$ cat src/ialu_pkg.sv
// Integer ALU shared definitions
package ialu_pkg;

    // --------------------
    // Widths
    // --------------------
    localparam int XLEN    = 32;                // Data word width
    localparam int SHAMT_W = 5;                 // Shift amount, low bits of op2

    typedef logic [XLEN-1:0] xlen_t;            // Operand or result word

    // --------------------
    // Commands
    // --------------------
    typedef enum logic [4:0] {
        NONE,                                   // No operation, result forced to 0
        AND,
        OR,
        XOR,
        ADD,
        SUB,
        SUB_LT,                                 // Signed less than
        SUB_LTU,                                // Unsigned less than
        SUB_EQ,
        SUB_NE,
        SUB_GE,                                 // Signed greater or equal
        SUB_GEU,                                // Unsigned greater or equal
        SLL,
        SRL,
        SRA,
        MUL,                                    // Low half
        MULH,                                   // High half, signed x signed
        MULHSU,                                 // High half, signed x unsigned
        MULHU                                   // High half, unsigned x unsigned
    } ialu_cmd_e;

    // --------------------
    // Result structs
    // --------------------
    typedef struct packed {
        logic z;                                // Zero
        logic s;                                // Sign
        logic o;                                // Overflow
        logic c;                                // Carry, borrow on subtract
    } ialu_flags_t;

    typedef struct packed {
        xlen_t       word;                      // Sum, logic or shift result
        ialu_flags_t flags;                     // Main adder flags
    } ialu_int_res_t;

    typedef struct packed {
        logic  active;                          // Command is a multiply
        logic  rdy;                             // Product ready this cycle
        xlen_t word;                            // Selected product half
    } ialu_mul_res_t;

    // --------------------
    // Multiplier
    // --------------------
    localparam int    MUL_SUM_W    = XLEN + 1;                  // Partial sum, one extra bit
    localparam xlen_t MUL_CNT_INIT = xlen_t'(1) << (XLEN - 2);  // One-hot, bit 30

    typedef enum logic {
        IDLE,                                   // Waiting, first step done here
        ITER                                    // Remaining 31 steps
    } ialu_mul_fsm_e;

endpackage
$ cat src/ialu_top.sv
// Integer ALU top level
`timescale 1ns/1ps

module ialu_top (
    input  logic                clk,
    input  logic                rst_n,
    input  logic                cmd_vd_i,       // Multiply command valid
    input  ialu_pkg::ialu_cmd_e cmd_i,
    input  ialu_pkg::xlen_t     op1_i,
    input  ialu_pkg::xlen_t     op2_i,
    output ialu_pkg::xlen_t     res_o,
    output logic                cmp_o,
    output logic                rdy_o
);

    import ialu_pkg::*;

    ialu_int_res_t int_res;                     // Adder, logic, shift
    ialu_mul_res_t mul_res;                     // Product and ready

    // --------------------
    // Units
    // --------------------
    ialu_int_unit u_int (
        .cmd_i     (cmd_i),
        .op1_i     (op1_i),
        .op2_i     (op2_i),
        .int_res_o (int_res)
    );

    ialu_mul_unit u_mul (
        .clk       (clk),
        .rst_n     (rst_n),
        .cmd_vd_i  (cmd_vd_i),
        .cmd_i     (cmd_i),
        .op1_i     (op1_i),
        .op2_i     (op2_i),
        .mul_res_o (mul_res)
    );

    // Final select
    ialu_res_mux u_mux (
        .cmd_i     (cmd_i),
        .int_res_i (int_res),
        .mul_res_i (mul_res),
        .res_o     (res_o),
        .cmp_o     (cmp_o),
        .rdy_o     (rdy_o)
    );

endmodule

$ cat src/ialu_res_mux.sv
// Integer ALU result select
`timescale 1ns/1ps

module ialu_res_mux (
    input  ialu_pkg::ialu_cmd_e     cmd_i,
    input  ialu_pkg::ialu_int_res_t int_res_i,  // Single-cycle unit
    input  ialu_pkg::ialu_mul_res_t mul_res_i,  // Multiplier
    output ialu_pkg::xlen_t         res_o,
    output logic                    cmp_o,      // Compare bit
    output logic                    rdy_o       // Result ready
);

    import ialu_pkg::*;

    ialu_flags_t flags;
    logic        lt;                            // Signed less than
    logic        is_cmp;

    assign flags = int_res_i.flags;
    assign lt    = flags.s ^ flags.o;

    always_comb begin
        is_cmp = 1'b1;
        case (cmd_i)
            SUB_LT  : cmp_o = lt;
            SUB_LTU : cmp_o = flags.c;
            SUB_EQ  : cmp_o = flags.z;
            SUB_NE  : cmp_o = ~flags.z;
            SUB_GE  : cmp_o = ~lt;
            SUB_GEU : cmp_o = ~flags.c;
            default : begin
                cmp_o  = 1'b0;
                is_cmp = 1'b0;
            end
        endcase

        // Word and ready
        res_o = int_res_i.word;
        rdy_o = 1'b1;
        if (cmd_i == NONE) begin
            res_o = '0;
        end else if (is_cmp) begin
            res_o = XLEN'(cmp_o);               // Zero-extended compare bit
        end else if (mul_res_i.active) begin
            res_o = mul_res_i.word;
            rdy_o = mul_res_i.rdy;
        end
    end

endmodule

$ cat src/ialu_mul_unit.sv
// Iterative radix-2 multiplier
`timescale 1ns/1ps

module ialu_mul_unit (
    input  logic                    clk,
    input  logic                    rst_n,
    input  logic                    cmd_vd_i,   // Multiply command valid
    input  ialu_pkg::ialu_cmd_e     cmd_i,
    input  ialu_pkg::xlen_t         op1_i,      // Multiplicand
    input  ialu_pkg::xlen_t         op2_i,      // Multiplier
    output ialu_pkg::ialu_mul_res_t mul_res_o
);

    import ialu_pkg::*;

    logic                        cmd_mul;       // Any of the four multiplies
    logic                        cmd_hi;        // High half requested
    logic                        op1_sgn;       // op1 taken as signed
    logic                        op2_sgn;       // op2 taken as signed
    logic                        ops_non_zero;
    logic                        iter_req;      // Start iterating
    logic                        iter_rdy;      // Last step
    logic                        res_rdy;
    logic                        upd;           // Registers and counter advance
    ialu_mul_fsm_e               fsm_ff;
    ialu_mul_fsm_e               fsm_next;
    logic                        fsm_idle;
    xlen_t                       cnt_ff;        // One-hot iteration counter
    xlen_t                       cnt_next;
    logic signed [MUL_SUM_W-1:0] mul_op1;       // Extended multiplicand
    logic                        mul_bit;       // Current multiplier bit
    logic                        mul_neg;       // Bit carries negative weight
    logic signed [MUL_SUM_W-1:0] part_prod;
    logic signed [MUL_SUM_W-1:0] acc;           // Extended high register
    logic signed [MUL_SUM_W-1:0] sum;
    xlen_t                       lo_src;        // Multiplier bits still to use
    xlen_t                       res_hi;
    xlen_t                       res_lo;
    xlen_t                       hi_ff;
    xlen_t                       lo_ff;

    // --------------------
    // Command decode
    // --------------------
    assign cmd_mul = (cmd_i == MUL) | (cmd_i == MULH) | (cmd_i == MULHSU) | (cmd_i == MULHU);
    assign cmd_hi  = cmd_mul & (cmd_i != MUL);
    assign op1_sgn = (cmd_i == MUL) | (cmd_i == MULH) | (cmd_i == MULHSU);
    assign op2_sgn = (cmd_i == MUL) | (cmd_i == MULH);  // Low half same either way

    assign ops_non_zero = |op1_i & |op2_i;
    assign fsm_idle     = (fsm_ff == IDLE);
    assign iter_req     = cmd_mul & ops_non_zero & fsm_idle;
    assign iter_rdy     = cnt_ff[0];
    assign res_rdy      = fsm_idle ? ~iter_req : (~cmd_mul | iter_rdy);
    assign upd          = cmd_vd_i & ~res_rdy;

    // --------------------
    // FSM
    // --------------------
    always_ff @(posedge clk or negedge rst_n) begin
        if (!rst_n) begin
            fsm_ff <= IDLE;
        end else begin
            fsm_ff <= fsm_next;
        end
    end

    always_comb begin
        fsm_next = IDLE;                        // Dropped command aborts
        if (cmd_vd_i) begin
            case (fsm_ff)
                IDLE : fsm_next = iter_req ? ITER : IDLE;
                ITER : fsm_next = iter_rdy ? IDLE : ITER;
            endcase
        end
    end

    // Counter, loaded while idle
    assign cnt_next = fsm_idle ? MUL_CNT_INIT : cnt_ff >> 1;

    always_ff @(posedge clk) begin
        if (upd) begin
            cnt_ff <= cnt_next;
        end
    end

    // --------------------
    // Datapath
    // --------------------
    assign mul_op1 = $signed({op1_sgn & op1_i[XLEN-1], op1_i});
    assign lo_src  = fsm_idle ? op2_i : lo_ff;
    assign mul_bit = lo_src[0];
    assign mul_neg = ~fsm_idle & iter_rdy & op2_sgn & mul_bit;  // MSB of signed op2

    always_comb begin
        if (!mul_bit) begin
            part_prod = '0;
        end else if (mul_neg) begin
            part_prod = -mul_op1;
        end else begin
            part_prod = mul_op1;
        end
        acc = fsm_idle ? '0 : $signed({op1_sgn & hi_ff[XLEN-1], hi_ff});
        sum = acc + part_prod;
        {res_hi, res_lo} = {sum, lo_src[XLEN-1:1]};  // Sum low bit shifts into lo
    end

    always_ff @(posedge clk) begin
        if (upd) begin
            hi_ff <= res_hi;
            lo_ff <= res_lo;
        end
    end

    // Output, zero while idle covers the zero-operand shortcut
    assign mul_res_o.active = cmd_mul;
    assign mul_res_o.rdy    = res_rdy;
    assign mul_res_o.word   = fsm_idle ? '0 : (cmd_hi ? res_hi : res_lo);

endmodule

$ cat src/ialu_int_unit.sv
// Integer ALU single-cycle unit
`timescale 1ns/1ps

module ialu_int_unit (
    input  ialu_pkg::ialu_cmd_e     cmd_i,      // ALU command
    input  ialu_pkg::xlen_t         op1_i,      // First operand
    input  ialu_pkg::xlen_t         op2_i,      // Second operand
    output ialu_pkg::ialu_int_res_t int_res_o   // Word and flags
);

    import ialu_pkg::*;

    logic [XLEN:0]      sum;                    // Carry-out on top bit
    logic               pos_ovflw;              // Positive minus negative went negative
    logic               neg_ovflw;              // Negative minus positive went positive
    ialu_flags_t        flags;
    logic [SHAMT_W-1:0] shamt;                  // Shift amount
    xlen_t              logic_res;
    xlen_t              shft_res;
    xlen_t              word;

    // --------------------
    // Main adder
    // --------------------
    // Subtracts for everything but ADD, so the flags serve the compares
    always_comb begin
        if (cmd_i == ADD) begin
            sum = {1'b0, op1_i} + {1'b0, op2_i};
        end else begin
            sum = {1'b0, op1_i} - {1'b0, op2_i};
        end

        pos_ovflw = ~op1_i[XLEN-1] &  op2_i[XLEN-1] &  sum[XLEN-1];
        neg_ovflw =  op1_i[XLEN-1] & ~op2_i[XLEN-1] & ~sum[XLEN-1];

        flags.c = sum[XLEN];                    // Borrow means op1 < op2 unsigned
        flags.z = ~|sum[XLEN-1:0];
        flags.s = sum[XLEN-1];
        flags.o = pos_ovflw | neg_ovflw;
    end

    // --------------------
    // Logic and shifts
    // --------------------
    assign shamt = op2_i[SHAMT_W-1:0];          // Upper op2 bits ignored

    always_comb begin
        case (cmd_i)
            OR      : logic_res = op1_i | op2_i;
            XOR     : logic_res = op1_i ^ op2_i;
            default : logic_res = op1_i & op2_i;
        endcase
    end

    always_comb begin
        case (cmd_i)
            SRL     : shft_res = op1_i >> shamt;
            SRA     : shft_res = $signed(op1_i) >>> shamt;  // Sign bit copied in
            default : shft_res = op1_i << shamt;
        endcase
    end

    // Word select
    always_comb begin
        case (cmd_i)
            AND, OR, XOR  : word = logic_res;
            SLL, SRL, SRA : word = shft_res;
            default       : word = sum[XLEN-1:0];
        endcase
    end

    assign int_res_o.word  = word;
    assign int_res_o.flags = flags;

endmodule

$ cat config.mk
export PLATFORM = sky130hd
export DESIGN_NAME = ialu_top
export DESIGN_NICKNAME = d
export VERILOG_FILES = /design/src/ialu_pkg.sv /design/src/ialu_top.sv /design/src/ialu_res_mux.sv /design/src/ialu_mul_unit.sv /design/src/ialu_int_unit.sv
export SDC_FILE = /design/constraint.sdc
export NUM_CORES = 1
export LEC_CHECK = 0
export BUFFER_PORTS_ARGS = -buffer_cell sky130_fd_sc_hd__buf_2
export CAP_MARGIN = 30
export CELL_PAD_IN_SITES_DETAIL_PLACEMENT = 0
export CELL_PAD_IN_SITES_GLOBAL_PLACEMENT = 1
export CORE_AREA = 4 4 155 217
export CTS_BUF_LIST = sky130_fd_sc_hd__clkbuf_8
export DETAILED_ROUTE_END_ITERATION = 12
export DIE_AREA = 0 0 159 221
export PLACE_DENSITY_LB_ADDON = 0.15
export SLEW_MARGIN = 20
export SYNTH_ARGS = -nofsm -noshare
export SYNTH_HDL_FRONTEND = slang
export SYNTH_SLANG_ARGS = --single-unit
export TNS_END_PERCENT = 30
$ cat constraint.sdc
create_clock -name clk -period 10.3 [get_ports clk]
set_input_delay 2.575 -clock clk [delete_from_list [all_inputs] [get_ports clk]]
set_output_delay 2.575 -clock clk [all_outputs]
set_load 0.05 [all_outputs]
# ---- Word-level counts from Yosys, hierarchy flattened
# Index checks and enable logic that the tools add are counted.
dict set report word_totals {
  regBits 97
  input_bits 72
  output_inout_bits 34
  word_cells 93
}
dict set report op_classes {
  addsub 4
  n_eq_ne 18
  n_shift 3
  n_mux 23
  bitwise 32
  reduce_logical 8
}
# op count
set op_table {}
lappend op_table {{2-to-1 mux 32 bit} 6}
lappend op_table {{one-hot mux 32 bit (2 select lines)} 3}
lappend op_table {{2-to-1 mux 33 bit} 4}
lappend op_table {{OR reduction 32 bit} 3}
lappend op_table {{equality test 5 x 4 -> 1 bit (second input constant)} 8}
lappend op_table {{adder 32 x 32 -> 33 bit} 1}
lappend op_table {{adder 33 bit} 1}
lappend op_table {{negation 33 bit} 1}
lappend op_table {{subtractor 32 x 32 -> 33 bit} 1}
lappend op_table {{AND 32 bit} 1}
lappend op_table {{OR 32 bit} 1}
lappend op_table {{<< shifter 32 x 5 -> 32 bit} 1}
lappend op_table {{right shift 32 x 5 -> 32 bit} 1}
lappend op_table {{>>> shifter 32 x 5 -> 32 bit} 1}
lappend op_table {{bitwise XOR 32 bit} 1}
lappend op_table {{equality test 5 x 3 -> 1 bit (second input constant)} 3}
lappend op_table {{equality test 5 bit (second input constant)} 3}
lappend op_table {{AND 1 bit} 14}
lappend op_table {{equality test 5 x 2 -> 1 bit (second input constant)} 2}
lappend op_table {{NOT 1 bit} 9}
lappend op_table {{2-to-1 mux 1 bit} 8}
lappend op_table {{one-hot mux 1 bit (6 select lines)} 1}
lappend op_table {{OR reduction 3 bit} 2}
lappend op_table {{OR reduction 6 bit} 1}
lappend op_table {{other kinds (7)} 11}

# ---- Longest topological paths before layout
dict set report depth {
  ltp_word 13
  depth_mapped 23
}

# ---- Cells and area by module
# From an unflattened synthesis, not the netlist that was laid out.
dict set report unflattened {
  cells_unflattened 2022
  area_unflattened_um2 15917.8
}
# mod n_inst cells_each area_each_um2 seq_area_each_um2
set modules_own_cells {}
lappend modules_own_cells {ialu_int_unit 1 1198 8276.7 0.0}
lappend modules_own_cells {ialu_mul_unit 1 737 6949.2 2877.8}
lappend modules_own_cells {ialu_res_mux 1 87 691.9 0.0}

# ---- Worst setup path before layout
# OpenSTA, ideal clock, no wires.
dict set report synth_timing {
  path_type {input to output}
  startpoint {input cmd_i[1]}
  endpoint {output res_o[0]}
  arrival_ps 7314
  t_required_ps 7725
  slack_ps 411
  path_stages 20
  path_cell_list {clkbuf_1 or2_2 clkbuf_1 or3_1 clkbuf_1 clkbuf_1 nand2_1 o21ai_0 fa_1 a21o_2 a221o_1 and3_1 or3_1 a21oi_1 nand4_1 nor4_1 and4_1 nand4_1 xor2_1 o211ai_1}
}
dict set report synth_between {
  elab_chain_len 12
  elab_cells_between_ends 51
  cone_classes {add/sub (1); eq/ne (18); mux (13); bitwise (13); reduce/logical (6)}
}
# item line_no
set synth_lines {}
lappend synth_lines {{start: declaration} ialu_top.sv:8} ;# input ialu_pkg::ialu_cmd_e cmd_i,
lappend synth_lines {{equality test 5 x 4 -> 1 bit / equality test 5 bit (equally long branches)} {ialu_mul_unit.sv:45, ialu_mul_unit.sv:48}}
lappend synth_lines {{OR 1 bit} {ialu_mul_unit.sv:45, ialu_mul_unit.sv:48}}
lappend synth_lines {{AND 1 bit (2 in series)} ialu_mul_unit.sv:93} ;# assign mul_neg = ~fsm_idle & iter_rdy & op2_sgn & mul_bit;
lappend synth_lines {{2-to-1 mux 33 bit} ialu_mul_unit.sv:98} ;# end else if (mul_neg) begin
lappend synth_lines {{2-to-1 mux 33 bit} ialu_mul_unit.sv:96} ;# if (!mul_bit) begin
lappend synth_lines {{adder 33 bit} ialu_mul_unit.sv:104} ;# sum = acc + part_prod;
lappend synth_lines {{2-to-1 mux 32 bit (2 in series)} ialu_mul_unit.sv:118} ;# assign mul_res_o.word = fsm_idle ? '0 : (cmd_hi ? res_hi : res_lo);
lappend synth_lines {{2-to-1 mux 32 bit} ialu_res_mux.sv:44} ;# end else if (mul_res_i.active) begin
lappend synth_lines {{2-to-1 mux 32 bit} ialu_res_mux.sv:42} ;# end else if (is_cmp) begin
lappend synth_lines {{2-to-1 mux 32 bit *} ialu_res_mux.sv:40} ;# if (cmd_i == NONE) begin
lappend synth_lines {{end: declaration} ialu_top.sv:11} ;# output ialu_pkg::xlen_t res_o,
# Mark *: on every way between the ends. The rest lies on a longest branch, timed or not.

# ---- Worst setup path after layout
# Ends and elaborated chain as after synthesis.

==> out/results.tsv <==
metric	value	unit
total wire length	67200	µm
clock latency on the worst-skew pair	0.40	ns
Max stage delay on crit path	0.46	ns
placed wire-length estimate	52800	µm
PD cells	96.5	nW/µm²
Max Cap Viol	0	
asr flop ratio synth	1.04	%
Routed Antenna Nets	0	
CP Class	input port to output pin	
combinational share of power	56.1	%
Placement Setup Slack	-0.215	ns
worst-path maximum fanout	16	
length in cells of the worst reg-to-reg path	17	
Slew Viols, Final	0	
largest net degree at the start of global routing	76	
cell area after layout	16600	µm²
Slowest cell on crit path	or3_1	
Yosys Warn Count	0	
Critical Path RT	7.73	ns
GR Util All Layers	36.6	%
Final setup violation count	0	
commonest non-fill, non-tap cells in the layout	nor2_1 (201), o21ai_0 (172), nand2_1 (170)	
Synth area leaders	edfxtp_1 (19%), ha_1 (11%), o21ai_0 (5.8%)	
status	completed	
worst-margin pin slew	1.03	ns
Vert. Die Dim	221	µm
LEAKAGE	7.02	nW
Critical Path End Type	output pin	
Die Wd	159	µm
DP Area	16300	µm²
Synth Flop Type	edfxtp_1	
# DRC	0	
final-report hold violation count	0	
Post-Route Skew	0.00753	ns
crit path to	res_o[0]	
Net Sw Power	0.769	mW
crit-path cells	buf_2 -> or2_2 -> or3_1 -> buf_4 -> nand2_1 -> xnor2_1 -> ha_1 -> nand2_1 -> nor2_2 -> a31oi_2 -> o21bai_1 -> nand4_1 -> a2111oi_1 -> nor4_1 -> buf_4 -> buf_4 -> mux2i_2 -> mux2i_1 -> a22oi_2 -> o211ai_1 -> clkbuf_4	
num rows	77	
first-pass GRT wire length	98600	µm
Synth Cell Area	15000	µm²
internal power	0.829	mW
diode count	0	
Sw Share	48.1	%
Clock Power Share	15.9	%
CTS tree	yes	
Starting Density	47.7	%
Final min period	10.05	ns
Worst Path Arrival	7.48	ns
fmax	99.5	MHz
Net count, final	2208	
share of the synthesized area in the top cell type	19.0	%
internal reg-to-reg setup slack	5.10	ns
class of the worst hold path	flip-flop to flip-flop	
Flop pwr share	27.9	%
Slew HR	30.7	%
DRT iter0 DRCs	1846	
number of global-route vias before repair	15500	
number of synthesized flops with an enable pin	95	
Clock Sinks	96	
worst setup margin	0.248	ns
CTS Hold Buffers Added	0	
Tcrit/Tclk final	97.6	%
Final Wtd Congestion	1.00	
DIE AREA	35100	µm²
htree depth	3	
Syn Nets	2133	
reg2reg end	u_mul.hi_ff[29]	
distinct cell type count after synthesis	92	
synthesized instance count	1925	
Clk pin slew, worst setup/hold paths	0.10	ns
Seq/Total Area, Yosys	19.1	%
core area	31500	µm²
IO Port Bufs	105	
share of cells above drive strength 1	15.9	%
worst IR drop on VDD	71.4	µV
gr ovfl total	0	
Avg Cell Area, Syn	7.81	µm²
detailed-route wire length per cell	28.0	µm
crit path from	cmd_i[1]	
R2R Path Start	u_mul.fsm_ff	
most used cell, CP	buf_4	
commonest non-fill, non-tap cell in the layout	nor2_1	
RSZ-0062 raised after global routing	false	
routed via count	15900	
initial antenna violation count	0	
register bit total from synthesis	96	
CTS Buf Count	9	
CP startpoint kind	input port	
DR pass1 iterations	6	
IO Count	106	
Area Growth Syn to Fin	10.1	%
Root Driver	clkbuf_8	
Vias/cell	6.62	
clock buffer depth	2	
largest area contributor in the netlist	edfxtp_1	
==> state kept, by name (all words and copies together), names as in the netlist <==
name,flops
u_mul.lo_ff,32
u_mul.cnt_ff,31
u_mul.fsm_ff,1
u_mul.hi_ff,32
==> per-layer routing <==
layer	track usage [%]	vias to the layer above	wire (µm)
met4	25.1	0	5680
met5	0	-	0
li1	-	7235	-
met3	4.58	227	4790
met1	44.3	7590	25400
met2	60.7	831	31300
==> cells by family (layout without fill, tap and decap cells) <==
logic type                 count (synthesis)  after routing  share of synthesized area (%)
AOI/OAI and AO/OA                        616            616                           26.3
and+or+nand+nor                          611            611                           19.4
buffers and inverters                    230            310                           6.04
adders and majority gates                136            136                           11.4
muxes                                    123            123                           11.0
xor gates and xnor gates                 113            113                           6.58
DFF                                       96             96                           19.1
==> how the worst min path moves through the flow <==
stage                     startpoint          endpoint  slack (ns)  cells after the start
floorplan            u_mul.cnt_ff[1]   u_mul.cnt_ff[0]        0.50                      1
detailed placement   u_mul.cnt_ff[8]   u_mul.cnt_ff[7]        0.51                      1
finish              u_mul.cnt_ff[13]  u_mul.cnt_ff[12]        0.54                      1
global route         u_mul.cnt_ff[7]   u_mul.cnt_ff[6]        0.56                      1
CTS                  u_mul.cnt_ff[3]   u_mul.cnt_ff[2]        0.54                      1
global placement     u_mul.cnt_ff[3]   u_mul.cnt_ff[2]        0.51                      1
==> cell type report <==
cell class | count | area, µm²
multi-input cells | 1599 | 11400
well taps | 395 | 494
inverters | 93 | 349
clock inverters | 7 | 78.8
clock buffers | 9 | 124
flip-flops and latches | 96 | 2880
fillers | 3121 | 14900
repair buffers | 201 | 1270
==> power by group through the flow <==
| stage | Sequential, mW | Combinational [mW] | Clock [mW] |
|---|---|---|---|
| after floorplan | 0.452 | 0.557 | 0 |
| after global placement | 0.455 | 0.864 | 0 |
| after detailed placement | 0.455 | 0.866 | 0 |
| after CTS | 0.446 | 0.871 | 0.259 |
| after global routing | 0.447 | 0.944 | 0.275 |
| final | 0.446 | 0.897 | 0.255 |
==> worst max-delay path: cells and delay by family <==
| family | cells | cell delay (ns) |
|---|---|---|
| and+or+nand+nor | 7 | 1.78 |
| buffers and inverters | 5 | 0.95 |
| adders and majority gates | 1 | 0.44 |
| muxes | 2 | 0.55 |
| AOI/OAI and AO/OA | 5 | 1.07 |
| xor gates and xnor gates | 1 | 0.08 |
==> synthesized netlist by cell type, drive strengths merged (19+ instances only) <==
library cell,instances
a211oi,19
a21o,32
a21oi,148
a22oi,33
a31oi,21
and2,69
buf,42
clkbuf,95
edfxtp,95
ha,134
inv,91
mux2i,81
mux4,33
nand2,171
nand3,24
nor2,207
nor3,30
o211ai,20
o21ai,177
o22ai,24
xnor2,89
xor2,24
==> what timing repair did <==
action | 4_1_cts | 5_1_grt
pin swaps | 1 | 0
setup buffers | 1 | 0
endpoints found under the setup margin | 2 | 8
gates resized for setup | 1 | 19
==> per-stage QoR <==
stage | power [mW] | hold WS, ns | std cells | util, % | TNS, ns
after floorplan | 1.01 | 0.503 | 1925 | - | 0
after global placement | 1.32 | 0.511 | 2381 | 51.6 | -0.446
after detailed placement | 1.32 | 0.510 | 2381 | 51.6 | -0.406
after CTS | 1.58 | 0.543 | 2398 | 52.3 | 0
after global routing | 1.67 | 0.559 | 2400 | 52.5 | 0
final | 1.60 | 0.539 | 2400 | 52.5 | 0
Power figures use the tool's default switching activity.
